[config.mk]
export PLATFORM = sky130hd
export DESIGN_NAME = seg7_display
export DESIGN_NICKNAME = d
export VERILOG_FILES = /design/src/hdl/tenyr_soc_pkg.sv /design/src/hdl/seg7_display.sv
export SDC_FILE = /design/constraint.sdc
export NUM_CORES = 1
export LEC_CHECK = 0
export ABC_AREA = 1
export BUFFER_PORTS_ARGS = -buffer_cell sky130_fd_sc_hd__clkbuf_2
export CAP_MARGIN = 20
export CORE_MARGIN = 2
export CORE_UTILIZATION = 51
export DETAILED_ROUTE_END_ITERATION = 6
export HOLD_SLACK_MARGIN = 0.15
export PLACE_DENSITY = 0.94
export SLEW_MARGIN = 40
export SYNTH_ARGS = -nofsm -noshare
export SYNTH_HDL_FRONTEND = slang
export SYNTH_SLANG_ARGS = --single-unit
[constraint.sdc]
create_clock -name clk_core -period 3.2 [get_ports clk_core]
set_input_delay 0.48 -clock clk_core [delete_from_list [all_inputs] [get_ports clk_core]]
set_output_delay 0.48 -clock clk_core [all_outputs]
set_load 0.02 [all_outputs]
[src/hdl/tenyr_soc_pkg.sv]
`default_nettype none

package tenyr_soc_pkg;

    // bus word and address sizes
    localparam int data_width = 32;
    localparam int addr_width = 32;

    // ram occupies word addresses 0 .. ram_words-1
    localparam int ram_words     = 1024;
    localparam int ram_addr_bits = $clog2(ram_words);

    // single-word devices above the ram
    localparam logic [addr_width-1:0] seg7_addr = 32'h0000_1000;
    localparam logic [addr_width-1:0] ctrl_addr = 32'h0000_1001;

    localparam int startup_len = 4; // core clocks held halted after reset

    // top two bits of the scan counter pick the digit
    localparam int seg7_refresh_bits = 4;

    localparam int halt_width = 8; // halt vector, also the led width

    // device selected by an operand address
    typedef enum logic [1:0] {
        sel_ram  = 2'd0,
        sel_seg7 = 2'd1,
        sel_ctrl = 2'd2,
        sel_none = 2'd3
    } dev_sel_t;

endpackage

`default_nettype wire

[src/hdl/seg7_display.sv]
`timescale 1ns/10ps
`default_nettype none

module seg7_display (
    input  logic                                  clk_core,
    input  logic                                  sys_rst_n,
    input  logic                                  seg7_we,
    input  logic [tenyr_soc_pkg::data_width-1:0]  oper_wdata,
    output logic [15:0]                           seg7_value,
    output logic [7:0]                            seg,
    output logic [3:0]                            an
);

    import tenyr_soc_pkg::*;

    logic [15:0]                   value_q;
    logic [seg7_refresh_bits-1:0]  scan_q;   // free running
    logic [1:0]                    digit;
    logic [3:0]                    nibble;
    logic [6:0]                    pattern;  // active high, bit 0 = a

    always_ff @(posedge clk_core or negedge sys_rst_n) begin
        if (!sys_rst_n) begin
            value_q <= '0;
        end else if (seg7_we) begin
            value_q <= oper_wdata[15:0];
        end
    end

    always_ff @(posedge clk_core or negedge sys_rst_n) begin
        if (!sys_rst_n) begin
            scan_q <= '0;
        end else begin
            scan_q <= scan_q + 1'b1;
        end
    end

    assign digit  = scan_q[seg7_refresh_bits-1 -: 2];
    assign nibble = value_q[{digit, 2'b00} +: 4]; // digit 0 is the low nibble

    always_comb begin
        case (nibble)
            4'h0: pattern = 7'h3f;
            4'h1: pattern = 7'h06;
            4'h2: pattern = 7'h5b;
            4'h3: pattern = 7'h4f;
            4'h4: pattern = 7'h66;
            4'h5: pattern = 7'h6d;
            4'h6: pattern = 7'h7d;
            4'h7: pattern = 7'h07;
            4'h8: pattern = 7'h7f;
            4'h9: pattern = 7'h6f;
            4'ha: pattern = 7'h77;
            4'hb: pattern = 7'h7c; // lower case b
            4'hc: pattern = 7'h39;
            4'hd: pattern = 7'h5e; // lower case d
            4'he: pattern = 7'h79;
            default: pattern = 7'h71;
        endcase
    end

    // registered drivers, everything dark in reset
    always_ff @(posedge clk_core or negedge sys_rst_n) begin
        if (!sys_rst_n) begin
            seg <= 8'hff;
            an  <= 4'hf;
        end else begin
            seg <= {1'b1, ~pattern};        // dp stays off
            an  <= ~(4'b0001 << digit);
        end
    end

    assign seg7_value = value_q;

    // first driven anode shows up one clock after release
    a_one_anode: assert property (
        @(posedge clk_core) disable iff (!sys_rst_n)
        $past(sys_rst_n) |-> $onehot(~an)
    ) else $error("anode drive is not one-hot low");

endmodule

`default_nettype wire

Word-level counts from Yosys, hierarchy flattened:

Memories as Yosys holds them, arrays and structs flattened.
Index checks and enable logic that the tools add are counted.

* flip-flop bits (word level): 31
* bits in latches: 0
* bits in writable memories: 0
* memory bits (read-only): 112
* input port bits: 35
* memories: 1

* $add $sub $neg: 1
* multiply operators: 0
* div/mod/pow operators: 0
* $lt $le $gt $ge: 0
* eq/ne operators: 0
* shifts and indexed selects: 2
* muxes and demuxes: 0
* bitwise gates (word level): 2
* reduce and logical (&&, ||, !) cells: 0

Memory list
* (no name shown): depth 16, width 7, read ports 1, clocked after Yosys merged registers in 0, wr ports 0, line seg7_display.sv:42 `case (nibble)`

Operator list (number)
* $shiftx 16x5->4: 1
* $not 7->7: 1
* $add 4x1->4 const B: 1
* $not 4->4: 1
* $shl 1x2->4 const A: 1

Logic depth before layout (Yosys ltp):

An unclocked memory read counts as a cell.

* depth after elaboration: 3
* mapped depth: 11
* gate-level depth less buffers: 10

Worst setup path after synthesis:

OpenSTA, ideal clock, no wires.

* path type: reg2reg
* start point: register scan_q[2]
* end point: register seg[5]
* library setup time: 76 ps
* arrival time: 1434 ps
* data required time: 3124 ps
* setup slack: 1691 ps
* stages on the path, launching flop included: 12
* path buffers: 2
* cell sequence: dfrtp_1 buf_6 buf_6 nand3_1 nand2_1 nor2_2 inv_1 ha_1 nand2_1 nand2_1 nand2_1 nand2_1

* word-level cells in the longest chain between the ends: 3

RTL lines
* start: declaration: line seg7_display.sv:17 `logic [seg7_refresh_bits-1:0] scan_q;`
* start signal: assignment: line seg7_display.sv:34 `scan_q <= scan_q + 1'b1;`
* $shiftx 16x5->4: line seg7_display.sv:39 `assign nibble = value_q[{digit, 2'b00} +: 4];`
* $mem_v2 16x7
* $not 7->7: line seg7_display.sv:68 `seg <= {1'b1, ~pattern};`
* end signal: assignment: line seg7_display.sv:68
* end: declaration: line seg7_display.sv:10 `output logic [7:0] seg,`

No other way between the ends.
A chain may end at the register's enable or synchronous reset.

Final worst setup path:

* start point: register scan_q[2]
* end point: register seg[3]

The elaborated chain is that of the path after synthesis.

==> summary by stage <==
Die
The floorplan step defined a die boundary enclosing 3580 um2. From left edge to right edge, the die measures 59.8 um. The height of the die is 59.8 um. The initial cell density of the core is 52.9%.

Pin placement for this block handled 63 I/O pins. The placement row count is 20. The core region is 3000 um2.

Clocking
The clock network latency to the later pin of the worst-skew pair is 0.33 ns. Buffers inserted during clock tree synthesis total 5. The number of gates given a new drive strength after cts is 0.

Post-CTS timing repair inserted 0 buffers for setup. The H-tree was split into 2 levels. Clock tree synthesis selected as its root buffer the cell sky130_fd_sc_hd__clkbuf_4.

The sink count of the clock tree is 31. The clock tree from TritonCTS is yes. After clock tree synthesis, the flow added hold-fix buffers numbering 0.

No sink is reached through more buffers than the 2 on the longest clock path. The clock edge transition at the registers on the reported setup and hold paths is 0.09 ns.

GRT
The wire length of the first global-routing pass is 4.86 mm. The overall fraction of global-route tracks in use is 18.4%. The initial antenna violation count came to 0. After global routing the overflow that remains totals 0. The number of global-route vias before repair came to about 1100. The maximum number of pins on one net before global-route repair is 32.

Outcome
The flow ran to the end, and the final reports show no timing, DRC or antenna violations.

Power and ir drop
Cell internal power was estimated by the tool at 612 uW. Of the total power, registers draw 52.0%. Summed over all cells, the static leakage comes to between 1 and 1.5 nW. The share of total power dissipated in combinational logic is 22.0%. The peak supply drop is approximately 0.00032 V. For this design the total switching power over the nets is 265 uW. The fraction of power consumed by the clock network is 25.9%. Net switching is 30.3% of the power.

After layout, the design draws a total of between 800 and 900 uW. The areal power density over the cells is 471 nW/um2.

Routing
The first detailed-routing pass took 4 iterations. The initial detailed-routing violation count is 31. For this block, the routed nets add up to 2.73 mm of wire. Using the TritonRoute via totals, the vias-per-cell ratio works out to between 5 and 6. The final route contains 1241 vias. The count of nets left with antenna violations once routing finished came out at 0. In the final routed layout, each cell accounts on average for between 10 and 15 um. The detailed-route DRC error count is 0.

STA
The count of final hold-check violations is 0. The count of final max-slew check failures came to 0. Timing would allow up to 508 MHz.

For the pin with the worst max-slew slack, the measured transition is 0.623 ns. Across the routed clock network, the largest skew measured is slightly above 0.009 ns. The final-layout setup total negative slack is 0 ns. The number of endpoints failing setup at the final stage is 0. Measured against its own limit, the worst slew margin works out to 58.4%. Setup repair after global routing left no endpoint under its margin. After layout, the worst setup slack is 1.23 ns. In the finished design, the share of the clock period the worst path needs comes to between 60% and 70%.

After layout, the minimum clock period comes to slightly below 2 ns.

Finish
The growth of design area from synthesis to finish is 17.3%. The final antenna diode count is 0. For this run, the post-layout net count is 256. Cells with a size suffix above 1 make up 40.9% of the layout.

Critical path
The critical path start-end classification is reg -> reg. The worst setup path is launched from a register. STA classifies the critical path endpoint as a register. The register-to-register setup slack is 1.23 ns.

The data required time at the worst endpoint is ~3.5 ns. STA puts the critical path data arrival time at ~2.2 ns. In this run the worst path has a maximum fanout of 16.

Placement
The final weighted congestion in routability-driven placement is 0.787. The estimated wirelength of the detail-placed design is about 2.0 mm. The worst-case setup slack after placement is 1.24 ns. The total of buffers placed on input and output ports is 45.

Logic synthesis
The sequential cell area fraction in the yosys report is approximately half. Sorting the synthesized cells by area gives the leading types as sky130_fd_sc_hd__dfrtp_1, sky130_fd_sc_hd__dfstp_2, sky130_fd_sc_hd__nand2_1, sky130_fd_sc_hd__mux2_2, sky130_fd_sc_hd__nand3_1. The most repeated cell in the gate-level netlist after synthesis is sky130_fd_sc_hd__nand2_1. The post-synthesis sequential element count is 31. In this run the mean area of a mapped cell was roughly 9.5 um2.

Ranked by instance count, the synthesized netlist is headed by sky130_fd_sc_hd__nand2_1, sky130_fd_sc_hd__dfrtp_1, sky130_fd_sc_hd__nand3_1. After synthesis the cells add up to 1590 um2. The number of flops mapped to enable cells by yosys is 0. After technology mapping, the gate count stands at 168. The number of different library cells used by synthesis comes to 22. The count of yosys warnings during synthesis is 0.

The most instantiated flip-flop cell in the synthesis netlist is sky130_fd_sc_hd__dfrtp_1. The number of nets in the synthesized netlist is 210. Summed over all instances, the cell type with the most area after synthesis is sky130_fd_sc_hd__dfrtp_1. After synthesis, the largest area contributor takes up between 30% and 40% of total cell area. In the synthesized netlist the async set-or-reset flop fraction comes to between 90% and 100%.

Worst hold path
The worst min-delay path class is in -> async.

Job
The number of maximum-capacitance constraint violations is 0.
## layout make-up
type / count / area [um2]
timing repair buffer: 45 / 225
clock buffer: 7 / 55.1
tap: 33 / 41.3
fill: 267 / 1140
clock inverter: 1 / 5.00
inverter: 14 / 57.6
multi-input combinational: 117 / 691
sequential: 31 / 790
## placed cells by master (no fill, tap or decap), drive strengths merged
cell type  Yosys  layout
clkinv         1       2
conb           1       1
dfrtp         20      20
nand2         63      63
nor2           6       6
clkbuf         0      51
dfstp         11      11
xor2           2       2
nand3         20      20
buf            6       1
ha             7       7
mux2          13      13
o21ai          5       5
inv           13      13
## per-layer routing
| metal | wire (um) | vias to the layer above | track usage, % |
|---|---|---|---|
| met3 | 199 | 6 | 6.71 |
| li1 | - | 621 | - |
| met5 | 0 | - | 0 |
| met1 | 1190 | 567 | 21.8 |
| met4 | 53 | 0 | 6.67 |
| met2 | 1290 | 47 | 30.6 |
## state kept, by name (all words and copies together), names as in the netlist
register,cells
seg7_value,16
an,4
seg,7
scan_q,4
## kinds of logic after synthesis
kind of cell / share of synthesized area, %
AOI/OAI and AO/OA: 1.81
xor gates and xnor gates: 1.10
adders and majority gates: 5.51
buffers and inverters: 6.85
DFF: 49.7
muxes: 9.21
other: 0.236
and+or+nand+nor: 25.6
## stage by stage
| step | hold WS [ns] | area, um2 | std cells | util, % |
|---|---|---|---|---|
| 4_1_cts | 0.202 | 1860 | 248 | 62.1 |
| 5_1_grt | 0.205 | 1860 | 248 | 62.1 |
| 3_3_place_gp | 0.436 | 1800 | 240 | 60.1 |
| 2_1_floorplan | 0.184 | 1590 | 168 | - |
| 6_report | 0.164 | 1860 | 248 | 62.1 |
| 3_5_place_dp | 0.440 | 1800 | 240 | 60.1 |
## critical path, stage by stage (launching register included)
cell	delay (ns)
sky130_fd_sc_hd__dfrtp_1	0.69
sky130_fd_sc_hd__clkinv_4	0.19
sky130_fd_sc_hd__nand3_1	0.11
sky130_fd_sc_hd__nand2_1	0.07
sky130_fd_sc_hd__nor2_2	0.24
sky130_fd_sc_hd__inv_1	0.12
sky130_fd_sc_hd__ha_1	0.21
sky130_fd_sc_hd__nand2_1	0.11
sky130_fd_sc_hd__nand2_1	0.07
sky130_fd_sc_hd__nand2_1	0.05
sky130_fd_sc_hd__nand2_1	0.04
## worst paths after layout
check	from	to	cells after the start
max in group asynchronous	sys_rst_n	seg7_value[12]$_DFFE_PN0P_	1
min reg2reg	scan_q[0]$_DFF_PN0_	scan_q[0]$_DFF_PN0_	1
min in group clk_core	oper_wdata[7]	seg7_value[7]$_DFFE_PN0P_	3
min	sys_rst_n	seg7_value[3]$_DFFE_PN0P_	1
max	scan_q[2]$_DFF_PN0_	seg[3]$_DFF_PN1_	10
max reg2reg	scan_q[2]$_DFF_PN0_	seg[3]$_DFF_PN1_	10
## power groups by stage
stage                     clock network [mW]  logic, mW  registers (mW)
final                                  0.228      0.193           0.457
after global routing                   0.250      0.218           0.462
after CTS                              0.233      0.195           0.457
after detailed placement                   0      0.194           0.464
after global placement                     0      0.191           0.463
after floorplan                            0     0.0851           0.507
Power figures use the tool's default switching activity.
