--- config.mk ---
export PLATFORM = sky130hd
export DESIGN_NAME = system_control
export DESIGN_NICKNAME = d
export VERILOG_FILES = /design/src/hdl/tenyr_soc_pkg.sv /design/src/hdl/system_control.sv
export SDC_FILE = /design/constraint.sdc
export NUM_CORES = 1
export LEC_CHECK = 0
export ABC_AREA = 0
export BUFFER_PORTS_ARGS = -buffer_cell sky130_fd_sc_hd__buf_2
export CELL_PAD_IN_SITES_DETAIL_PLACEMENT = 0
export CELL_PAD_IN_SITES_GLOBAL_PLACEMENT = 1
export CORE_MARGIN = 3
export CORE_UTILIZATION = 23
export CTS_BUF_LIST = sky130_fd_sc_hd__clkbuf_16
export CTS_CLUSTER_DIAMETER = 150
export DETAILED_ROUTE_END_ITERATION = 6
export HOLD_SLACK_MARGIN = 0.15
export PLACE_DENSITY = 0.81
export SLEW_MARGIN = 15
export SYNTH_ARGS = -nofsm -noshare
export SYNTH_HDL_FRONTEND = slang
export SYNTH_SLANG_ARGS = --single-unit
--- constraint.sdc ---
create_clock -name clk_core -period 1.37 [get_ports clk_core]
set_input_delay 0.274 -clock clk_core [delete_from_list [all_inputs] [get_ports clk_core]]
set_output_delay 0.274 -clock clk_core [all_outputs]
set_load 0.05 [all_outputs]
--- src/hdl/tenyr_soc_pkg.sv ---
`default_nettype none

package tenyr_soc_pkg;

    // bus word and address sizes
    localparam int data_width = 32;
    localparam int addr_width = 32;

    // ram occupies word addresses 0 .. ram_words-1
    localparam int ram_words     = 1024;
    localparam int ram_addr_bits = $clog2(ram_words);

    // single-word devices above the ram
    localparam logic [addr_width-1:0] seg7_addr = 32'h0000_1000;
    localparam logic [addr_width-1:0] ctrl_addr = 32'h0000_1001;

    localparam int startup_len = 4; // core clocks held halted after reset

    // top two bits of the scan counter pick the digit
    localparam int seg7_refresh_bits = 4;

    localparam int halt_width = 8; // halt vector, also the led width

    // device selected by an operand address
    typedef enum logic [1:0] {
        sel_ram  = 2'd0,
        sel_seg7 = 2'd1,
        sel_ctrl = 2'd2,
        sel_none = 2'd3
    } dev_sel_t;

endpackage

`default_nettype wire

--- src/hdl/system_control.sv ---
`timescale 1ns/10ps
`default_nettype none

module system_control (
    input  logic                                   clk_core,
    input  logic                                   rst_n,
    input  logic                                   ctrl_we,
    input  logic [tenyr_soc_pkg::data_width-1:0]   oper_wdata,
    output logic                                   sys_rst_n,
    output logic                                   fetch_en,
    output logic [tenyr_soc_pkg::data_width-1:0]   ctrl_value,
    output logic [tenyr_soc_pkg::halt_width-1:0]   Led
);

    import tenyr_soc_pkg::*;

    logic [startup_len-1:0]  startup_q;   // fills with ones after reset
    logic [halt_width-1:1]   halt_bits_q; // software halt bits
    logic [halt_width-1:0]   halt_vec;
    logic                    startup_busy;

    // ones shift in from the bottom once rst_n is released
    always_ff @(posedge clk_core or negedge rst_n) begin
        if (!rst_n) begin
            startup_q <= '0;
        end else begin
            startup_q <= {startup_q[startup_len-2:0], 1'b1};
        end
    end

    always_ff @(posedge clk_core or negedge rst_n) begin
        if (!rst_n) begin
            halt_bits_q <= '0;
        end else if (ctrl_we) begin
            halt_bits_q <= oper_wdata[halt_width-1:1];
        end
    end

    assign startup_busy = ~startup_q[startup_len-1];
    assign sys_rst_n    = startup_q[startup_len-1]; // last stage frees the system
    assign fetch_en     = startup_q[2];             // third stage opens fetch

    // bit 0 reports startup still running
    assign halt_vec   = {halt_bits_q, startup_busy};
    assign Led        = halt_vec;
    assign ctrl_value = {{(data_width-halt_width){1'b0}}, halt_vec};

    // internal reset must not drop again without an external reset
    a_sys_rst_sticky: assert property (
        @(posedge clk_core) disable iff (!rst_n)
        sys_rst_n |=> sys_rst_n
    ) else $error("sys_rst_n fell while rst_n was high");

endmodule

`default_nettype wire

---- Word level (Yosys, flattened, before mapping) ----
Index checks and enable logic that the tools add are counted.
cells by class
  bitwise operators ....................... 1
operators with widths
  kind       count
  1-bit NOT  1
storage, ports and cells
  register bits ........................... 11
  output and inout port bits .............. 42
  input port bits ......................... 35
  word-level logic and storage cells ...... 3

---- Logic depth before layout (Yosys ltp) ----
Gate-level depths: netlist of the first run.
  word-level depth ........................ 1
  mapped depth ............................ 2
  gate-level depth less buffers ........... 1

---- Worst setup path before layout of the first run ----
OpenSTA, ideal clock, no wires.
  kind .................................... reg-to-output
  start ................................... register startup_q[3]
  end ..................................... output port Led[0] (netlist name)
  data required time ...................... 1096 ps
  cell stages (with the launch flop) ...... 3
  path slack .............................. 187 ps
  arrival ................................. 909 ps
  buffers on the path ..................... 1
  cell sequence ........................... dfrtp_1 > inv_1 > buf_4
on the way
  word-level cells in the longest chain between the ends .. 1
RTL lines
  element                 RTL line              text
  start, declared         system_control.sv:17  logic [startup_len-1:0] startup_q;
  start signal, assigned  system_control.sv:27  startup_q <= {startup_q[startup_len-2:0], 1'b1};
  1-bit NOT               system_control.sv:39  assign startup_busy = ~startup_q[startup_len-1];
  end, declared           system_control.sv:12  output logic [tenyr_soc_pkg::halt_width-1:0] Led
Every way passes these cells.

---- Final worst setup path of the first run ----
Ends and elaborated chain as after synthesis.

==> impl_metrics.csv, run 1 <==
group,metric,value,unit
status,outcome,"finished clean",
cells_and_area,final_nets,112,
global_route,antenna_found_initial,0,
critical_path,regToRegEndpoint,"halt_bits_q[7]$_DFFE_PN0P_",
pwr,cellLeakagePower,0.000425,uW
critical_path,rr_startpoint,"halt_bits_q[7]$_DFFE_PN0P_",
die,die_h,59.2,um
pwr,p_per_area,1770,nW/um^2
placement,gp_congestion,0.634,
die,rows,18,
cells_and_area,final_cell_mix,"buf_2, conb_1, dfrtp_1, mux2_4, clkbuf_16",
clock_network,clk_path_buf_depth,2,
critical_path,slowest_delay,0.36,ns
timing,finalHoldViolCount,0,
clock_network,cts_setup_buffers,0,
clock_network,cts_tree,"built",
die,dieArea,3500,sq um
synth,synthDistinctLibCells,6,
route,vias,347,
cells_and_area,fill_cells,265,
synth,yosys_warnings,0,
route,wl,896,um
run,cap_viol_max_count,0,
cells_and_area,n_antenna_cell,0,
pwr,max-vdd-ir-drop,0.964,mV
synth,synth_area_per_cell,11.8,sq um
timing,min_period_over_period,86.3,%
critical_path,reg2reg_slack,0.59,ns
critical_path,critPathKind,"flop to primary output",
route,drc_errors,0,
route,drt-wirelength-per-cell,8.45,um
clock_network,clk_pin_slew,0.04,ns
clock_network,insertion_delay,0.23,ns
critical_path,cp.required,1.10,ns
synth,postSynthCellCount,55,
global_route,grt_max_degree,12,
critical_path,arrival,0.91,ns
global_route,overflow,0,
critical_path,rr_worst_depth,1,
timing,slew_viol_final,0,
clock_network,cts.htree.levels,1,
die,ios,77,
synth,syn-cell-area,651,sq um
timing,setup_slack,0.188,ns
cells_and_area,final_common_cell,"buf_2",
hold_path,holdPathEnd,"halt_bits_q[2]$_DFFE_PN0P_",
timing,period_needed,1.18,ns
global_route,grt_pass1_vias,292,
timing,clock.fmax,0.846,GHz
route,via_per_inst,3.27,
critical_path,crit_path_max_fanout,2,
timing,skew,0.00115,ns
hold_path,whs_path_depth,2,
placement,io_buffers,27,
clock_network,cts_buffers,3,
critical_path,crit_chain,"inv_1, buf_2",
placement,place_ws,0.418,ns
die,die_x,59.2,um
route,ant_nets,0,
route,drt_iter0_drc,3,
die,start_util,25.1,%
timing,setup_tns,0,ns
cells_and_area,area.growth.synth_to_final,13.7,%
critical_path,start_kind,"flop",
timing,rsz0062_at_grt,"no",
clock_network,cts_sinks,11,
timing,setup_viol,0,
synth,ys_ff_latch,11,
critical_path,slowest_stage,"dfrtp_1",
synth,synth_seq_area_share,42.3,%
global_route,grt_usage,4.92,%
cells_and_area,drive_gt1_share,48.7,%
global_route,grt_pass1_wl,1.26,mm
hold_path,min_from,"oper_wdata[2]",
route,firstDrtPassIters,2,
critical_path,endpoint_kind,"primary output",
hold_path,hold_path.class,"input port to flop",
clock_network,cts_root_buffer,"clkbuf_16",
die,core,2590,sq um
power by group:
| part | switching, uW | internal (uW) | total, uW |
|---|---|---|---|
| combinational | 354 | 73.6 | 427 |
| clock | 132 | 382 | 514 |
| sequential | 17.4 | 353 | 371 |
| total | 503 | 809 | 1310 |
kinds of logic after synthesis:
| logic type | after synthesis | synth area share (%) |
|---|---|---|
| other | 2 | 1.15 |
| DFF | 11 | 42.3 |
| muxes | 7 | 16.2 |
| buffers and inverters | 35 | 40.4 |
what timing repair did:
item | 4_1_cts | 5_1_grt
endpoints found under the hold margin | 11 | 0
resized for setup | 0 | 0
hold buffers | 1 | 0
state kept, by name (all words and copies together), names as in the netlist:
signal / cells
startup_q: 4
halt_bits_q: 7
critical path: cells and delay by family, from the launching register on:
| family | cells | cell delay [ns] |
|---|---|---|
| buffers and inverters | 2 | 0.31 |
| DFF | 1 | 0.36 |
cell type report:
type                            instances  area [sq um]  area share, %
Inverter                                1          3.75          0.508
Clock inverter                          1          3.75          0.508
Timing Repair Buffer                   28           145           19.6
Multi-Input combinational cell         32           199           26.9
Tap cell                               30          37.5           5.08
Clock buffer                            3          75.1           10.2
Sequential cell                        11           275           37.2
per-layer routing:
metal,vias up,global-route usage [%],routed length (um)
met3,0,2.40,195
met2,43,7.18,404
met1,153,5.77,296
met5,-,0,0
met4,0,2.91,0
li1,151,-,-
synth_stat cells (all sizes together):
cell type  number  area [sq um]
dfrtp          11           275
conb            2          7.51
inv             1          3.75
buf            34           259
mux2            7           105
how the worst max path moves through the flow:
stage          cells after the start                    endpoint  slack [ns]              startpoint
2_1_floorplan                      2                      Led[0]        0.19  startup_q[3]$_DFF_PN0_
3_3_place_gp                       2               ctrl_value[0]        0.43  startup_q[3]$_DFF_PN0_
3_5_place_dp                       2  halt_bits_q[7]$_DFFE_PN0P_        0.42                 ctrl_we
4_1_cts                            2                      Led[0]        0.17  startup_q[3]$_DFF_PN0_
5_1_grt                            2                      Led[0]        0.12  startup_q[3]$_DFF_PN0_
6_report                           2                      Led[0]        0.19  startup_q[3]$_DFF_PN0_
metrics by stage:
step	hold slack, ns	util, %	instances	area (sq um)	total power [uW]
2_1_floorplan	-0.0216	-	78	737	820
6_report	0.270	28.6	106	739	1310
4_1_cts	0.268	28.6	106	739	1330
3_5_place_dp	0.153	25.1	101	651	800
5_1_grt	0.268	28.6	106	739	1360
3_3_place_gp	0.143	25.1	101	651	798
No activity file was read; power rests on OpenSTA's default activity.
==> inputs of run 2 (changes only) <==
Settings changed: CORE_MARGIN 3 to 2.
==> impl_metrics.csv, run 2 (synthesis gave the netlist of run 1 again) <==
group,metric,value,unit
timing,rsz0062_at_grt,"no",
die,ios,77,
cells_and_area,final_cell_mix,"buf_2, conb_1, dfrtp_1, mux2_4, clkbuf_16",
cells_and_area,largest_reg_flops,7,
pwr,p_sw,500,uW
global_route,overflow,0,
critical_path,cp.required,1.10,ns
timing,period_needed,1.20,ns
placement,io_buffers,27,
timing,fin_hold_ws,0.267,ns
timing,slew_viol_final,0,
clock_network,clk_pin_slew,0.04,ns
global_route,grt_usage,4.68,%
pwr,p_int,809,uW
placement,dp_cells,102,
cells_and_area,fill_cells,280,
pwr,power_frac_comb,32.5,%
die,die_h,57.2,um
critical_path,critPathKind,"flop to primary output",
cells_and_area,final_nets,112,
cells_and_area,drive_gt1_share,48.7,%
die,die_x,57.2,um
clock_network,insertion_delay,0.23,ns
route,drt-wirelength-per-cell,7.81,um
route,drc_errors,0,
global_route,grt_pass1_vias,245,
die,dieArea,3270,sq um
clock_network,cts_tree,"built",
clock_network,clk_path_buf_depth,2,
timing,setup_tns,0,ns
critical_path,crit_chain,"inv_1, buf_2",
pwr,pwr-share-clk,39.0,%
cells_and_area,reg_top3,"halt_bits_q: 7 flops, startup_q: 4 flops",
global_route,grt_pass1_wl,1.06,mm
route,via_per_inst,3.21,
route,drt_iter0_drc,1,
hold_path,hold_path.class,"input port to flop",
die,start_util,24.0,%
die,core,2710,sq um
run,cap_viol_max_count,0,
pwr,max-vdd-ir-drop,0.769,mV
critical_path,endpoint_kind,"primary output",
timing,finalHoldViolCount,0,
critical_path,path_buf_inv,2,
route,vias,343,
global_route,grt_max_degree,12,
timing,min_period_over_period,87.9,%
route,wl,836,um
clock_network,cts_sinks,11,
die,rows,19,
route,firstDrtPassIters,3,
clock_network,ctsHoldBuffers,1,
pwr,p_sw_share,38.2,%
critical_path,start_kind,"flop",
global_route,antenna_found_initial,0,
critical_path,slowest_stage,"dfrtp_1",
cells_and_area,final_common_cell,"buf_2",
critical_path,slowest_delay,0.38,ns
pwr,p_per_area,1770,nW/um^2
clock_network,cts_setup_buffers,0,
cells_and_area,n_antenna_cell,0,
critical_path,crit_path_max_fanout,2,
placement,gp_congestion,0.675,
critical_path,path_delay_family,"flip-flops",
placement,dp.final_hpwl,708,um
cells_and_area,area.growth.synth_to_final,13.8,%
clock_network,cts_resized,0,
timing,skew,0.00176,ns
pwr,cellLeakagePower,0.000425,uW
status,outcome,"finished clean",
pwr,p_seq_share,28.5,%
route,ant_nets,0,
critical_path,arrival,0.93,ns
timing,setup_viol,0,
clock_network,cts.htree.levels,1,
cells_and_area,largest-register,"halt_bits_q",
cells_and_area,fin_cells,107,
timing,clock.fmax,0.830,GHz
clock_network,cts_root_buffer,"clkbuf_16",
clock_network,cts_buffers,3,
run 2: power by group through the flow:
stage | combinational [uW] | sequential, uW | clock [uW]
CTS | 427 | 373 | 522
global route | 437 | 375 | 539
floorplan | 361 | 459 | 0
finish | 425 | 373 | 511
global placement | 423 | 374 | 0
detailed placement | 426 | 374 | 0
run 2: path summary, 6_finish.rpt:
path                                            start                    endpoint  slack, ns  depth (start not counted)
max                            startup_q[3]$_DFF_PN0_               ctrl_value[0]       0.17                          2
min                                     oper_wdata[4]  halt_bits_q[4]$_DFFE_PN0P_       0.27                          2
max reg2reg                halt_bits_q[3]$_DFFE_PN0P_  halt_bits_q[3]$_DFFE_PN0P_       0.58                          1
min reg2reg                    startup_q[0]$_DFF_PN0_      startup_q[1]$_DFF_PN0_       0.35                          0
max in group asynchronous                       rst_n  halt_bits_q[1]$_DFFE_PN0P_       0.76                          2
min in group asynchronous                       rst_n      startup_q[1]$_DFF_PN0_       0.42                          2
run 2: per-layer routing:
metal / global-route usage (%) / vias to the layer above / share of wire (%) / routed length [um]
li1: - / 152 / - / -
met1: 4.99 / 143 / 37 / 313
met2: 7.06 / 46 / 44 / 369
met3: 2.04 / 2 / 17 / 139
met4: 3.99 / 0 / 1.7 / 14
met5: 0 / - / 0 / 0
run 2: cell type report:
cell class	count	area (sq um)	share of cell area, %
multi-input combinational	32	199	26.9
tap	31	38.8	5.24
timing repair buffer	28	145	19.6
inverter	1	3.75	0.507
clock inverter	1	3.75	0.507
clock buffer	3	75.1	10.1
sequential	11	275	37.2
run 2: stage by stage:
step                util [%]  setup WS, ns  cell area [sq um]  total power, uW
CTS                     27.3         0.150                741             1320
finish                  27.3         0.165                741             1310
global route            27.3         0.128                741             1350
global placement        24.1         0.417                652              797
floorplan                  -         0.187                737              820
detailed placement      24.1         0.401                652              800
==> inputs of run 3 (changes only) <==
Settings changed: RECOVER_POWER set to 25, SKIP_CTS_REPAIR_TIMING set to 1.
==> impl_metrics.csv, run 3 (synthesis gave the netlist of run 1 again) <==
group,metric,value,unit
route,firstDrtPassIters,3,
pwr,p_per_area,1770,nW/um^2
route,via_per_inst,3.20,
die,core,2710,sq um
timing,finalHoldViolCount,0,
cells_and_area,final_nets,112,
timing,setup_viol,0,
pwr,max-vdd-ir-drop,0.769,mV
timing,maxSlewHeadroom,63.6,%
critical_path,path_buf_inv,2,
placement,gp_congestion,0.675,
die,dieArea,3270,sq um
cells_and_area,n_antenna_cell,0,
clock_network,cts_tree,"built",
timing,period_needed,1.20,ns
placement,place_ws,0.401,ns
cells_and_area,drive_gt1_share,47.4,%
timing,setup_slack,0.165,ns
global_route,grt_usage,4.73,%
placement,dp.final_hpwl,708,um
global_route,grt_max_degree,12,
placement,dp_cells,102,
die,ios,77,
clock_network,clk_pin_slew,0.04,ns
cells_and_area,fill_cells,280,
timing,rsz0062_at_grt,"no",
global_route,grt_pass1_wl,1.08,mm
clock_network,cts.htree.levels,1,
die,die_x,57.2,um
global_route,overflow,0,
hold_path,hold_path.class,"input port to flop",
timing,setup_tns,0,ns
die,die_h,57.2,um
clock_network,insertion_delay,0.23,ns
critical_path,slowest_delay,0.38,ns
cells_and_area,area.growth.synth_to_final,13.7,%
critical_path,arrival,0.93,ns
critical_path,critPathKind,"flop to primary output",
timing,worst_pin_slew,0.545,ns
route,ant_nets,0,
cells_and_area,reg_top3,"halt_bits_q: 7 flops, startup_q: 4 flops",
route,drt-wirelength-per-cell,7.82,um
critical_path,crit_chain,"inv_1, buf_2",
critical_path,crit_path_max_fanout,2,
route,wl,837,um
timing,slew_viol_final,0,
cells_and_area,fin_cells,107,
clock_network,cts_sinks,11,
critical_path,path_delay_family,"flip-flops",
clock_network,cts_buffers,3,
cells_and_area,final_common_cell,"buf_2",
global_route,antenna_found_initial,0,
route,drc_errors,0,
clock_network,clk_path_buf_depth,2,
clock_network,cts_root_buffer,"clkbuf_16",
critical_path,endpoint_kind,"primary output",
timing,min_period_over_period,87.9,%
timing,skew,0.00184,ns
cells_and_area,largest_reg_flops,7,
die,start_util,24.0,%
die,rows,19,
cells_and_area,largest-register,"halt_bits_q",
timing,clock.fmax,0.830,GHz
cells_and_area,final_core_util,27.3,%
route,vias,342,
route,drt_iter0_drc,1,
critical_path,start_kind,"flop",
status,outcome,"finished clean",
critical_path,cp.required,1.10,ns
pwr,power,1310,uW
pwr,cellLeakagePower,0.000423,uW
cells_and_area,final_cell_mix,"buf_2, conb_1, dfrtp_1, mux2_4, clkbuf_16",
global_route,grt_pass1_vias,251,
critical_path,slowest_stage,"dfrtp_1",
run,cap_viol_max_count,0,
placement,io_buffers,27,
[run 3: cell types whose count changed in the layout (fill, tap and decap cells not counted)]
cell      change
clkbuf_1      +1
buf_2         -1
[run 3: final timing paths]
path	startpoint	endpoint	slack, ns	depth (start not counted)
setup reg to reg	halt_bits_q[3]$_DFFE_PN0P_	halt_bits_q[3]$_DFFE_PN0P_	0.58	1
setup / recovery	startup_q[3]$_DFF_PN0_	ctrl_value[0]	0.17	2
hold reg to reg	startup_q[0]$_DFF_PN0_	startup_q[1]$_DFF_PN0_	0.35	0
min in group asynchronous	rst_n	startup_q[1]$_DFF_PN0_	0.53	2
hold / removal	oper_wdata[4]	halt_bits_q[4]$_DFFE_PN0P_	0.27	2
max in group asynchronous	rst_n	halt_bits_q[1]$_DFFE_PN0P_	0.48	2
[run 3: metal layers]
metal  vias to the layer above  wire [um]  global-route usage [%]
met2                        46        369                    7.06
li1                        152          -                       -
met5                         -          0                       0
met3                         2        139                    2.04
met4                         0         14                    3.99
met1                       142        314                    5.13
[run 3: power breakdown]
part | internal (uW) | total [uW] | switching, uW
clock | 382 | 511 | 129
sequential | 353 | 373 | 19.1
combinational | 73.1 | 425 | 352
[run 3: per-stage QoR]
step / area, sq um / hold slack, ns
5_1_grt: 739 / 0.265
4_1_cts: 731 / -0.103
3_3_place_gp: 652 / 0.141
3_5_place_dp: 652 / 0.146
2_1_floorplan: 737 / -0.0216
6_report: 739 / 0.267
[run 3: cell type report]
type	count	area [sq um]	share of cell area (%)
Inverter	1	3.75	0.508
Clock inverter	1	3.75	0.508
Sequential cell	11	275	37.2
Timing Repair Buffer	28	144	19.5
Multi-Input combinational cell	32	199	26.9
Tap cell	31	38.8	5.25
Clock buffer	3	75.1	10.2
