--- src/hdl/tenyr_soc_pkg.sv ---
`default_nettype none

package tenyr_soc_pkg;

    // bus word and address sizes
    localparam int data_width = 32;
    localparam int addr_width = 32;

    // ram occupies word addresses 0 .. ram_words-1
    localparam int ram_words     = 1024;
    localparam int ram_addr_bits = $clog2(ram_words);

    // single-word devices above the ram
    localparam logic [addr_width-1:0] seg7_addr = 32'h0000_1000;
    localparam logic [addr_width-1:0] ctrl_addr = 32'h0000_1001;

    localparam int startup_len = 4; // core clocks held halted after reset

    // top two bits of the scan counter pick the digit
    localparam int seg7_refresh_bits = 4;

    localparam int halt_width = 8; // halt vector, also the led width

    // device selected by an operand address
    typedef enum logic [1:0] {
        sel_ram  = 2'd0,
        sel_seg7 = 2'd1,
        sel_ctrl = 2'd2,
        sel_none = 2'd3
    } dev_sel_t;

endpackage

`default_nettype wire

--- src/hdl/bus_fabric.sv ---
`timescale 1ns/10ps
`default_nettype none

module bus_fabric (
    input  logic                                  clk_core,
    input  logic                                  sys_rst_n,
    input  logic                                  oper_strobe,
    input  logic                                  oper_rw,
    input  logic [tenyr_soc_pkg::addr_width-1:0]  oper_addr,
    input  logic [tenyr_soc_pkg::data_width-1:0]  ram_rdata,
    input  logic [15:0]                           seg7_value,
    input  logic [tenyr_soc_pkg::data_width-1:0]  ctrl_value,
    output logic                                  ram_en,
    output logic                                  ram_we,
    output logic                                  seg7_we,
    output logic                                  ctrl_we,
    output logic [tenyr_soc_pkg::data_width-1:0]  oper_rdata
);

    import tenyr_soc_pkg::*;

    dev_sel_t               dec_sel;
    dev_sel_t               rd_sel_q;   // device of the last read
    logic                   rd_pend_q;  // read answer is on the bus this cycle
    logic [data_width-1:0]  rd_word;
    logic [data_width-1:0]  hold_q;

    always_comb begin
        if (oper_addr < ram_words)       dec_sel = sel_ram;
        else if (oper_addr == seg7_addr) dec_sel = sel_seg7;
        else if (oper_addr == ctrl_addr) dec_sel = sel_ctrl;
        else                             dec_sel = sel_none;
    end

    assign ram_en  = oper_strobe && (dec_sel == sel_ram);  // reads and writes
    assign ram_we  = ram_en && oper_rw;
    assign seg7_we = oper_strobe && oper_rw && (dec_sel == sel_seg7);
    assign ctrl_we = oper_strobe && oper_rw && (dec_sel == sel_ctrl);

    always_ff @(posedge clk_core or negedge sys_rst_n) begin
        if (!sys_rst_n) begin
            rd_sel_q  <= sel_none;
            rd_pend_q <= 1'b0;
            hold_q    <= '0;
        end else begin
            rd_pend_q <= oper_strobe && !oper_rw;
            if (oper_strobe && !oper_rw) rd_sel_q <= dec_sel;
            if (rd_pend_q)               hold_q   <= rd_word; // keep answer till next read
        end
    end

    always_comb begin
        case (rd_sel_q)
            sel_ram:  rd_word = ram_rdata;
            sel_seg7: rd_word = {{(data_width-16){1'b0}}, seg7_value};
            sel_ctrl: rd_word = ctrl_value;
            default:  rd_word = '0;   // unmapped
        endcase
    end

    assign oper_rdata = rd_pend_q ? rd_word : hold_q;

    a_one_write: assert property (
        @(posedge clk_core) disable iff (!sys_rst_n)
        $onehot0({ram_we, seg7_we, ctrl_we})
    ) else $error("more than one device write enable");

endmodule

`default_nettype wire

--- config.mk ---
export PLATFORM = sky130hd
export DESIGN_NAME = bus_fabric
export DESIGN_NICKNAME = d
export VERILOG_FILES = /design/src/hdl/tenyr_soc_pkg.sv /design/src/hdl/bus_fabric.sv
export SDC_FILE = /design/constraint.sdc
export NUM_CORES = 1
export LEC_CHECK = 0
export ABC_CLOCK_PERIOD_IN_PS = 1700
export BUFFER_PORTS_ARGS = -buffer_cell sky130_fd_sc_hd__buf_2
export CAP_MARGIN = 20
export CORE_MARGIN = 2
export CORE_UTILIZATION = 35
export CTS_CLUSTER_DIAMETER = 80
export DETAILED_ROUTE_END_ITERATION = 16
export PLACE_DENSITY = 0.76
export SLEW_MARGIN = 20
export SYNTH_ARGS = -nofsm -noshare
export SYNTH_HDL_FRONTEND = slang
export SYNTH_SLANG_ARGS = --single-unit
export TNS_END_PERCENT = 50
--- constraint.sdc ---
create_clock -name clk_core -period 1.7 [get_ports clk_core]
set_clock_uncertainty 0.05 [all_clocks]
set_input_delay 0.34 -clock clk_core [delete_from_list [all_inputs] [get_ports clk_core]]
set_output_delay 0.34 -clock clk_core [all_outputs]
set_load 0.02 [all_outputs]
## Word level (Yosys, flattened, before mapping)

Cells that the tools add are included.

- Magnitude comparators: 1
- Reduce and logical (&&, ||, !) cells: 9
- Equal/unequal tests: 6
- Muxes and demuxes: 5

Operator list:

| kind | number |
|---|---|
| $pmux 32 s3 | 1 |
| $eq 32x13->1 const B | 2 |
| $lt 32x11->1 const B | 1 |
| $mux 32 | 1 |
| $logic_and 1x1->1 | 6 |
| $eq 2x1->1 const B | 2 |
| $eq 2x2->1 const B | 2 |
| $logic_not 2->1 | 2 |
| $mux 2 | 2 |
| $logic_not 1->1 | 1 |
| $mux 1 | 1 |

- Bits in registers: 35
- Input port bits: 116

## Depth between registers and ports, before layout

Gate-level depths: netlist of the first run.

- Word-level depth: 7
- Mapped depth: 6

## Least setup slack after synthesis of the first run

OpenSTA, ideal clock, no wires.

- Kind: register -> output
- From: register rd_sel_q[1]
- To: output port oper_rdata[10] in the netlist's numbering
- Cell stages (with the launch flop): 7
- Data arrival time: 1.628 ns
- Path slack: -0.318 ns
- Path through: dfstp_2 clkbuf_1 nor2b_1 clkbuf_2 buf_2 a21oi_1 a21oi_1

- Word-level cells in the longest chain between the ends: 3
- Elaborated cells on any way between the ends: 5

RTL lines:

| what | line | RTL |
|---|---|---|
| from (decl) | bus_fabric.sv:23 | `dev_sel_t rd_sel_q;` |
| from (signal assigned) | bus_fabric.sv:42 | `rd_sel_q <= sel_none;` |
| from (signal assigned) | bus_fabric.sv:47 | `if (oper_strobe && !oper_rw) rd_sel_q <= dec_sel;` |
| $eq 2x2->1, or another cell as far along | bus_fabric.sv:53 | `case (rd_sel_q)` |
| $pmux 32 s3 * | bus_fabric.sv:53 |  |
| $mux 32 * | - |  |
| to (decl) | bus_fabric.sv:17 | `output logic [tenyr_soc_pkg::data_width-1:0] oper_rdata` |

Mark *: on every way between the ends. The rest lies on a longest branch, timed or not.

## Worst setup path after layout of the first run

- From: register rd_sel_q[0]
- To: output port oper_rdata[6] in the netlist's numbering

The elaborated chain is that of the path after synthesis.

==> results of run 1 <==
==> layout make-up <==
| type | instances | area, um^2 | share of cell area [%] |
|---|---|---|---|
| Timing Repair Buffer | 180 | 1127 | 33.51 |
| Multi-Input combinational cell | 141 | 1107 | 32.91 |
| Sequential cell | 35 | 879.6 | 26.14 |
| Tap cell | 70 | 87.58 | 2.603 |
| Clock buffer | 6 | 72.57 | 2.157 |
| Inverter | 16 | 60.06 | 1.785 |
| Clock inverter | 1 | 30.03 | 0.8925 |
==> power breakdown <==
part / internal [mW] / switching [mW]
registers: 0.881 / 0.0146
logic: 0.270 / 0.243
clock network: 0.430 / 0.272
==> Yosys cell counts (all sizes together), types with 2 or more instances <==
cell and number:
inv 16, a31oi 2, clkbuf 8, dfrtp 33, nor2 35, and3 3
nor4 5, buf 7, nor2b 3, o22ai 16, dfstp 2, or4 2
nor3 2, mux2i 32, a21oi 32, nand2b 2
==> cell families (layout without fill, tap and decap cells) <==
kind of cell	after synthesis	after routing	synth area share [%]
simple gates	57	57	14.69
compound gates	52	52	15.16
flops	35	35	46.46
mux	32	32	16.94
buf+inv	31	203	6.750
==> per-stage QoR <==
step / TNS [ps] / utilization [%] / hold slack, ps / instance area, um^2
6_report: -12410 / 65.05 / 239.1 / 3364
4_1_cts: -12600 / 64.32 / 231.4 / 3327
3_5_place_dp: -16640 / 59.87 / 258.0 / 3097
5_1_grt: -15480 / 65.05 / 249.7 / 3364
3_3_place_gp: -14580 / 59.87 / 257.6 / 3097
2_1_floorplan: -1194 / - / -5.591 / 2142
==> worst max-delay path, cell delays in order, from the launching register on <==
cell and delay (ps):
dfstp_2 610, clkbuf_16 190, mux2i_1 210, nor2_1 80
a21oi_2 150, a21oi_4 80, buf_6 130
==> state kept, by name, summed over array words and instances, names as in the netlist <==
register / flops
hold_q: 32
rd_sel_q: 2
rd_pend_q: 1
==> routing by layer <==
| metal | vias up | GRT usage, % | share of wire, % |
|---|---|---|---|
| met3 | 2 | 3.605 | 8.0 |
| met5 | - | 0 | 0 |
| li1 | 1069 | - | - |
| met1 | 961 | 20.83 | 39 |
| met2 | 103 | 35.65 | 52 |
| met4 | 0 | 6.607 | 0.48 |
==> worst paths after layout <==
check | to
min in group asynchronous | hold_q[15]
max | oper_rdata[6]
max in group asynchronous | rd_sel_q[1]
max reg2reg | hold_q[6]
min | rd_pend_q
min reg2reg | hold_q[30]
==> what timing repair did <==
item / 4_1_cts / 5_1_grt
hold buffers: 1 / 0
cloned: 0 / 1
buffers inserted: 3 / 0
gates resized for setup: 28 / 4
setup endpoints to repair: 52 / 36
endpoints found under the hold margin: 17 / 0
==> metrics.md, run 1 <==
| Metric | Value |
|---|---|
| Asr flop ratio synth | `100.0%` |
| Area Growth Syn to Fin | `77.96%` |
| Count of flip-flops with a built-in enable after synthesis | `0` |
| Slew Viols, Final | `0` |
| Clock tree from TritonCTS | `done` |
| Post-DP HPWL | `4423 um` |
| Vias in the first global route | `2155` |
| #FFs+latches synth | `35` |
| H-tree lvl count | `2` |
| Critical R2R Launch | `rd_sel_q[0]` |
| First-pass GRT wire length | `9004 um` |
| Initial Utilization | `36.55%` |
| Synth cell types | `27` |
| Worst-margin pin slew | `437.4 ps` |
| Post-synth top area share | `43.68%` |
| Peak VDD IR | `0.3546 mV` |
| Filler cells | `428` |
| Synth area leader | `dfrtp_1` |
| Tmin final | `2111 ps` |
| WS Path Type | `reg2out` |
| Via count | `2135` |
| Cells after DPL | `437` |
| Max-cap violations | `0` |
| Synth Net Count | `323` |
| IO Port Bufs | `151` |
| Global route overflow | `0` |
| Top_reg_cell synth | `dfrtp_1` |
| Die area | `6005 um^2` |
| Bufs on Longest Clock Path | `2` |
| Commonest non-fill, non-tap cell in the layout | `buf_2` |
| RSZ-0062 raised after global routing | `yes` |
| WHS Path Cells | `2` |
| Synth warn | `0` |
| Gr usage total | `18.84%` |
| Period utilization | `124.2%` |
| Placer Congestion | `0.7539` |
| Commonest non-fill, non-tap cells in the layout | `139 x buf_2, 34 x nor2_1, 32 x mux2i_1, 32 x dfrtp_1, 23 x buf_4` |
| Avg Inst Size Synth | `9.133 um^2` |
| Dominant cells by area after synthesis | `dfrtp_1 44%, mux2i_1 17%, a21oi_1 8.5%` |
| Antenna diodes | `0` |
| Failing checks | `setup timing` |
| Register area share after synthesis | `46.46%` |
| Worst Path Max Fanout | `9` |
| Core area | `5172 um^2` |
| Total wire length | `5680 um` |
| Clock edge transition at the registers on the reported setup and hold paths | `60 ps` |
| P per Cell Area | `627.3 nW/um^2` |
| R2r setup slk | `100 ps` |
| Initial drt markers | `67` |
| Hold_sp | `oper_rw` |
| Setup Slack @ Placement | `-680.4 ps` |
| CP arrival | `1720 ps` |
| Crit. End Element | `primary output` |
| Req. time, crit path | `1310 ps` |
| Non-filler cells in the finished layout | `449` |
| I/O pin cnt | `152` |
| Final setup viols | `36` |
| DRC | `0` |
| CP startpoint | `rd_sel_q[0]` |
| Status | `finished with violations` |
| Crit path launch type | `flop` |
| Root buf cell | `clkbuf_8` |
| Vias/cell | `4.755` |
| Die W | `77.50 um` |
| Layout cells sized above 1 | `58.05%` |
| Pleak | `1.880 nW` |
| Final Hold Vio Count | `0` |
| Slew headroom | `70.84%` |
| Initial antenna violation count | `0` |
| WL/cell | `12.65 um` |
| First-pass DRT Iterations | `4` |
| CTS sink cnt | `35` |
| Clock latency at the later pin of the worst-skew pair | `270 ps` |
| Post-route worst setup slack | `-411.3 ps` |
| Worst min-delay path category | `in2reg` |
| Cells after Synth | `207` |
| Nets | `495` |
| TritonCTS Buffers | `5` |
| Cell row count | `26` |
| Final ANT Viol Nets | `0` |
| R2R depth | `6` |
| Pin count of the biggest net entering global routing | `34` |
| Fmax | `0.4736 GHz` |
| Synth Cell Area | `1891 um^2` |
| Die H | `77.50 um` |
| Power Total | `2.111 mW` |
Note: power is estimated with default switching activity, not from simulation.
==> run 2: changes to the inputs <==
Settings changed: ABC_CLOCK_PERIOD_IN_PS 1700 to 2400, CORE_UTILIZATION 35 to 39, PLACE_DENSITY 0.76 to 0.8.
Clock period 1.7 ns to 2.4 ns, I/O delays scaled along.
==> run 2 against run 1 <==
The flow now finishes without violations; largest power group unchanged; cell area down 16%; combinational power down 49%; via count down 4.6%; power down 33%; highest routed layer unchanged; wire length down 9.5%; critical endpoint is now ram_we; global-route usage down 0.59 points.
==> metrics.md, run 2 (synthesized netlist as in run 1, its figures left out) <==
| Metric | Value |
|---|---|
| First-pass DRT Iterations | `4 (unchanged)` |
| Period utilization | `95.61%` |
| DRC | `0 (unchanged)` |
| Commonest non-fill, non-tap cells in the layout | `151 x buf_2, 35 x nor2_1, 33 x dfrtp_1` |
| Core area | `4692 um^2 (-9.3%)` |
| Clock edge transition at the registers on the reported setup and hold paths | `70 ps (about the same)` |
| R2R Path End | `hold_q[5]` |
| Pin count of the biggest net entering global routing | `36 (+5.9%)` |
| Status | `finished, final reports clean` |
| Clock latency at the later pin of the worst-skew pair | `270 ps (about the same)` |
| Placer Congestion | `0.8131 (+7.9%)` |
| Die W | `73.63 um (-5.0%)` |
| Layout cells sized above 1 | `47.49% (-11 points)` |
| Root buf cell | `clkbuf_8` |
| Post-DP HPWL | `4196 um (-5.1%)` |
| Critical R2R Launch | `rd_sel_q[0]` |
| H-tree lvl count | `2 (unchanged)` |
| Final ANT Viol Nets | `0 (unchanged)` |
| Initial antenna violation count | `0 (unchanged)` |
| I/O pin cnt | `152 (unchanged)` |
| R2r setup slk | `950 ps (+850 ps)` |
| # hold bufs at CTS | `0 (-1)` |
| Peak VDD IR | `0.2612 mV (-26%)` |
| Gr busiest metal | `met2` |
| Crit. End Element | `primary output` |
| Cells after DPL | `404 (-7.6%)` |
| Post-route worst setup slack | `105.5 ps (+516.8 ps)` |
| Met1 usage | `18.64% (-2.2 points)` |
| R2R depth | `5 (-1)` |
| Crit path launch type | `primary input` |
| Final setup viols | `0 (-100%)` |
| Area Growth Syn to Fin | `49.90%` |
| Hold_ws | `210.2 ps (-28.90 ps)` |
| Global route overflow | `0 (unchanged)` |
| Met2 Usage GRT | `36.61% (+0.95 points)` |
| CP arrival | `1760 ps (+40 ps)` |
| Worst min-delay path category | `in2async` |
| Antenna diodes | `0 (unchanged)` |
| Total wire length | `5143 um (-9.5%)` |
| Die area | `5421 um^2 (-9.7%)` |
| Gr usage total | `18.25% (-0.59 points)` |
| TritonCTS Buffers | `5 (unchanged)` |
| WS Path Type | `in2out` |
| Worst Path Max Fanout | `4 (-5)` |
| Non-filler cells in the finished layout | `412 (-8.2%)` |
| Worst-margin pin slew | `730.1 ps (+292.6 ps)` |
| Max-cap violations | `0 (unchanged)` |
| WL/cell | `12.48 um (-1.3%)` |
| Req. time, crit path | `1870 ps (+560 ps)` |
| Register with the most flip-flops | `hold_q` |
| Grt met3 use | `3.429% (-0.18 points)` |
| CTS sink cnt | `35 (unchanged)` |
| Slew Viols, Final | `0 (unchanged)` |
| Initial Utilization | `40.29% (+3.7 points)` |
| Fmax | `0.4358 GHz` |
| Vias in the first global route | `1875 (-13%)` |
| Post-route setup TNS | `0 ps (+12410 ps)` |
| First-pass GRT wire length | `7679 um (-15%)` |
| Vias/cell | `4.942 (+3.9%)` |
| Nets | `473 (-4.4%)` |
| IO Port Bufs | `151 (unchanged)` |
| Clock tree from TritonCTS | `done` |
| Initial drt markers | `50 (-25%)` |
| Via count | `2036 (-4.6%)` |
| Setup Slack @ Placement | `94.38 ps (+774.7 ps)` |
| Setup bufs post-CTS | `0 (-3)` |
| P per Cell Area | `502.6 nW/um^2 (-20%)` |
| Power Total | `1.424 mW (-33%)` |
| Max FFs per register | `32 (unchanged)` |
| Slew headroom | `51.33% (-20 points)` |
| Cell row count | `25 (-3.8%)` |
| Final Hold Vio Count | `0 (unchanged)` |
| Commonest non-fill, non-tap cell in the layout | `buf_2` |
| Largest registers | `hold_q (32), rd_sel_q (2), rd_pend_q (1)` |
| Die H | `73.63 um (-5.0%)` |
| RSZ-0062 raised after global routing | `no` |
| Tmin final | `2295 ps` |
| Pleak | `1.683 nW (-10%)` |
| Bufs on Longest Clock Path | `2 (unchanged)` |
==> run 2: changes by cell type in the layout (fill, tap and decap cells not counted), sizes merged <==
cell         change
dlygate4sd3      -1
buf             -20
clkbuf           -1
clkinv           +1
==> run 2: final cells by class <==
cell class | instances | area (um^2)
clock buffers | 6 | 82.58
flip-flops and latches | 35 | 878.3
clock inverters | 2 | 35.03
inverters | 16 | 60.06
fillers | 413 | 1858
multi-input cells | 141 | 889.6
well taps | 54 | 67.56
repair buffers | 158 | 820.8
==> run 2: how the worst max path moves through the flow <==
stage | startpoint | slack [ps] | depth (start not counted) | end
final | oper_addr[18] | 110 | 6 | ram_we
after CTS | oper_addr[18] | 90 | 6 | seg7_we
after detailed placement | oper_addr[18] | 90 | 6 | ram_we
after floorplan | oper_addr[18] | 210 | 4 | ram_en
after global placement | oper_addr[18] | 110 | 6 | ram_we
after global routing | oper_addr[18] | 3 | 6 | ctrl_we
==> run 2: worst max-delay path, stage by stage <==
cell	delay [ps]
buf_2	90
or4_1	520
nor3_2	150
and3_4	220
and3b_1	150
buf_2	160
==> run 2: repair_timing <==
| action | 4_1_cts | 5_1_grt |
|---|---|---|
| endpoints found under the hold margin | 0 | 0 |
| endpoints found under the setup margin | 0 | 4 |
| gates resized for setup | 0 | 1 |
==> run 2: stage by stage <==
step                      area [um^2]  utilization, %
final                            2834           60.40
after detailed placement         2711           57.79
after CTS                        2829           60.29
after global routing             2834           60.40
after global placement           2711           57.79
after floorplan                  1891               -
==> run 2: where the power goes <==
group	total (mW)	switching, mW	leakage (nW)	internal [mW]
logic	0.261	0.141	1.17	0.120
registers	0.632	0.00843	0.449	0.624
clock network	0.531	0.195	0.0612	0.336
total	1.42	0.345	1.68	1.08
==> run 2: per-layer routing <==
metal  up-vias  share of wire (%)
met5         -                  0
met1       908                 38
met2       101                 53
met4         0               0.99
met3         4                8.0
li1       1023                  -
==> run 3: changes to the inputs <==
Settings changed: CORE_ASPECT_RATIO set to 2.
==> run 3 against run 2 <==
Via count rose by 2.5%; die area rose by 0.62%; highest routed layer unchanged; sequential power barely moved; setup slack got worse by 80 ps; cell area rose by 0.79%; largest power group unchanged; critical path depth did not move; flip-flop and latch count did not move; clock power fell by 19%.
==> metrics.md, run 3 (synthesized netlist as in run 1, its figures left out) <==
| Metric | Value |
|---|---|
| R2r setup slk | `960 ps (about the same)` |
| Slew headroom | `49.11% (-2.2 points)` |
| Final Hold Vio Count | `0 (unchanged)` |
| Crit path capture | `ram_we` |
| # hold bufs at CTS | `0 (unchanged)` |
| Filler cells | `429 (+3.9%)` |
| WL/cell | `13.56 um (+8.6%)` |
| Register with the most flip-flops | `hold_q` |
| Crit. End Element | `primary output` |
| Slew Viols, Final | `0 (unchanged)` |
| Clock tree from TritonCTS | `done` |
| Grt met3 use | `3.947% (+0.52 points)` |
| Period utilization | `98.95% (+3.3 points)` |
| Final ANT Viol Nets | `0 (unchanged)` |
| P per Cell Area | `466.0 nW/um^2 (-7.3%)` |
| R2R depth | `5 (unchanged)` |
| CP arrival | `1840 ps (+80 ps)` |
| Nets | `475 (+0.42%)` |
| Power Total | `1.331 mW (-6.5%)` |
| Worst min-delay path category | `in2async` |
| Initial antenna violation count | `0 (unchanged)` |
| Worst-margin pin slew | `763.3 ps (+33.22 ps)` |
| Bufs on Longest Clock Path | `2 (unchanged)` |
| Fin area | `2856 um^2 (+0.79%)` |
| CP startpoint | `oper_addr[24]` |
| Area Growth Syn to Fin | `51.09%` |
| Post-route setup TNS | `0 ps (unchanged)` |
| Fmax | `0.4211 GHz (-3.4%)` |
| Initial Utilization | `40.73% (+0.43 points)` |
| Crit path launch type | `primary input` |
| Commonest non-fill, non-tap cells in the layout | `147 x buf_2, 35 x nor2_1, 33 x dfrtp_1` |
| Met1 usage | `19.62% (+0.98 points)` |
| Cell row count | `35 (+40%)` |
| Status | `finished, final reports clean` |
| R2R Path End | `hold_q[3]` |
| Placer Congestion | `0.8814 (+8.4%)` |
| Pin count of the biggest net entering global routing | `36 (unchanged)` |
| Placed Area | `2728 um^2 (+0.60%)` |
| Core area | `4642 um^2 (-1.1%)` |
| Hold_ws | `210.1 ps (-0.07000 ps)` |
| Gr usage total | `21.47% (+3.2 points)` |
| WS Path Type | `in2out` |
| Pleak | `1.685 nW (about the same)` |
| Global route overflow | `0 (unchanged)` |
| IO Port Bufs | `151 (unchanged)` |
| Commonest non-fill, non-tap cell in the layout | `buf_2` |
| I/O pin cnt | `152 (unchanged)` |
| Via count | `2086 (+2.5%)` |
| First-pass GRT wire length | `8583 um (+12%)` |
| Max-cap violations | `0 (unchanged)` |
| Vias in the first global route | `2052 (+9.4%)` |
| Final setup viols | `0 (unchanged)` |
| Critical R2R Launch | `rd_sel_q[0]` |
| Die W | `53.23 um (-28%)` |
| Die H | `102.5 um (+39%)` |
| Peak VDD IR | `0.4482 mV (+72%)` |
| Die area | `5454 um^2 (+0.62%)` |
| Total wire length | `5628 um (+9.4%)` |
| Post-layout util | `61.54% (+1.1 points)` |
| Post-route worst setup slack | `25.30 ps (-80.17 ps)` |
| Largest registers | `hold_q (32), rd_sel_q (2), rd_pend_q (1)` |
| Root buf cell | `clkbuf_8` |
| Tmin final | `2375 ps (+80.17 ps)` |
| First-pass DRT Iterations | `4 (unchanged)` |
| Max FFs per register | `32 (unchanged)` |
| Req. time, crit path | `1870 ps (about the same)` |
| Post-DP HPWL | `4545 um (+8.3%)` |
| Initial drt markers | `17 (-66%)` |
| DRC | `0 (unchanged)` |
| Cells after DPL | `407 (+0.74%)` |
| Gr busiest metal | `met2` |
| Antenna diodes | `0 (unchanged)` |
| Met2 Usage GRT | `42.92% (+6.3 points)` |
| TritonCTS Buffers | `5 (unchanged)` |
| Layout cells sized above 1 | `48.06% (+0.57 points)` |
| Clock edge transition at the registers on the reported setup and hold paths | `70 ps (about the same)` |
| Vias/cell | `5.027 (+1.7%)` |
| Clock latency at the later pin of the worst-skew pair | `280 ps (about the same)` |
| Setup Slack @ Placement | `35.56 ps (-58.81 ps)` |
| Worst Path Max Fanout | `4 (unchanged)` |
| Non-filler cells in the finished layout | `415 (+0.73%)` |
| CTS sink cnt | `35 (unchanged)` |
| H-tree lvl count | `2 (unchanged)` |
[run 3: cell count changes in the layout (fill, tap and decap cells not counted), sizes merged]
cell,previous run,this run
clkbuf,6,7
buf,158,160
bufinv,1,0
[run 3: worst max-delay path: stages]
cell and delay (ps):
buf_2 100, or4_4 530, nor3_4 200, and3_4 220, and3b_1 190, buf_6 130
[run 3: metal layers]
layer,routed length (um),up-vias
li1,-,1026
met1,1831,945
met2,3317,105
met3,364,10
met4,116,0
met5,0,-
[run 3: repair_timing]
action                     in CTS  in global routing
resized for setup               0                 10
setup endpoints to repair       0                  4
buffers inserted                0                  0
[run 3: report_power, final]
group          leakage [nW]  switching [mW]  internal (mW)  total [mW]
clock network        0.0482           0.200          0.231       0.431
logic                  1.19           0.145          0.122       0.267
registers             0.449         0.00874          0.624       0.632
total                  1.68           0.354          0.977        1.33
[run 3: layout make-up]
type	instances	area, um^2	share of cell area, %
multi-input cells	141	904.6	31.67
flip-flops and latches	35	878.3	30.75
repair buffers	160	853.3	29.87
clock buffers	7	86.33	3.022
well taps	55	68.82	2.409
inverters	16	60.06	2.102
clock inverters	1	5.005	0.1752
[run 3: worst min path at each step]
stage,slack (ps),from,cells after the start,endpoint
after floorplan,130,sys_rst_n,0,hold_q[0]
after detailed placement,470,hold_q[31],2,hold_q[31]
after global routing,280,sys_rst_n,1,hold_q[23]
final,210,sys_rst_n,1,hold_q[25]
after global placement,460,hold_q[26],2,hold_q[26]
after CTS,240,sys_rst_n,1,hold_q[20]
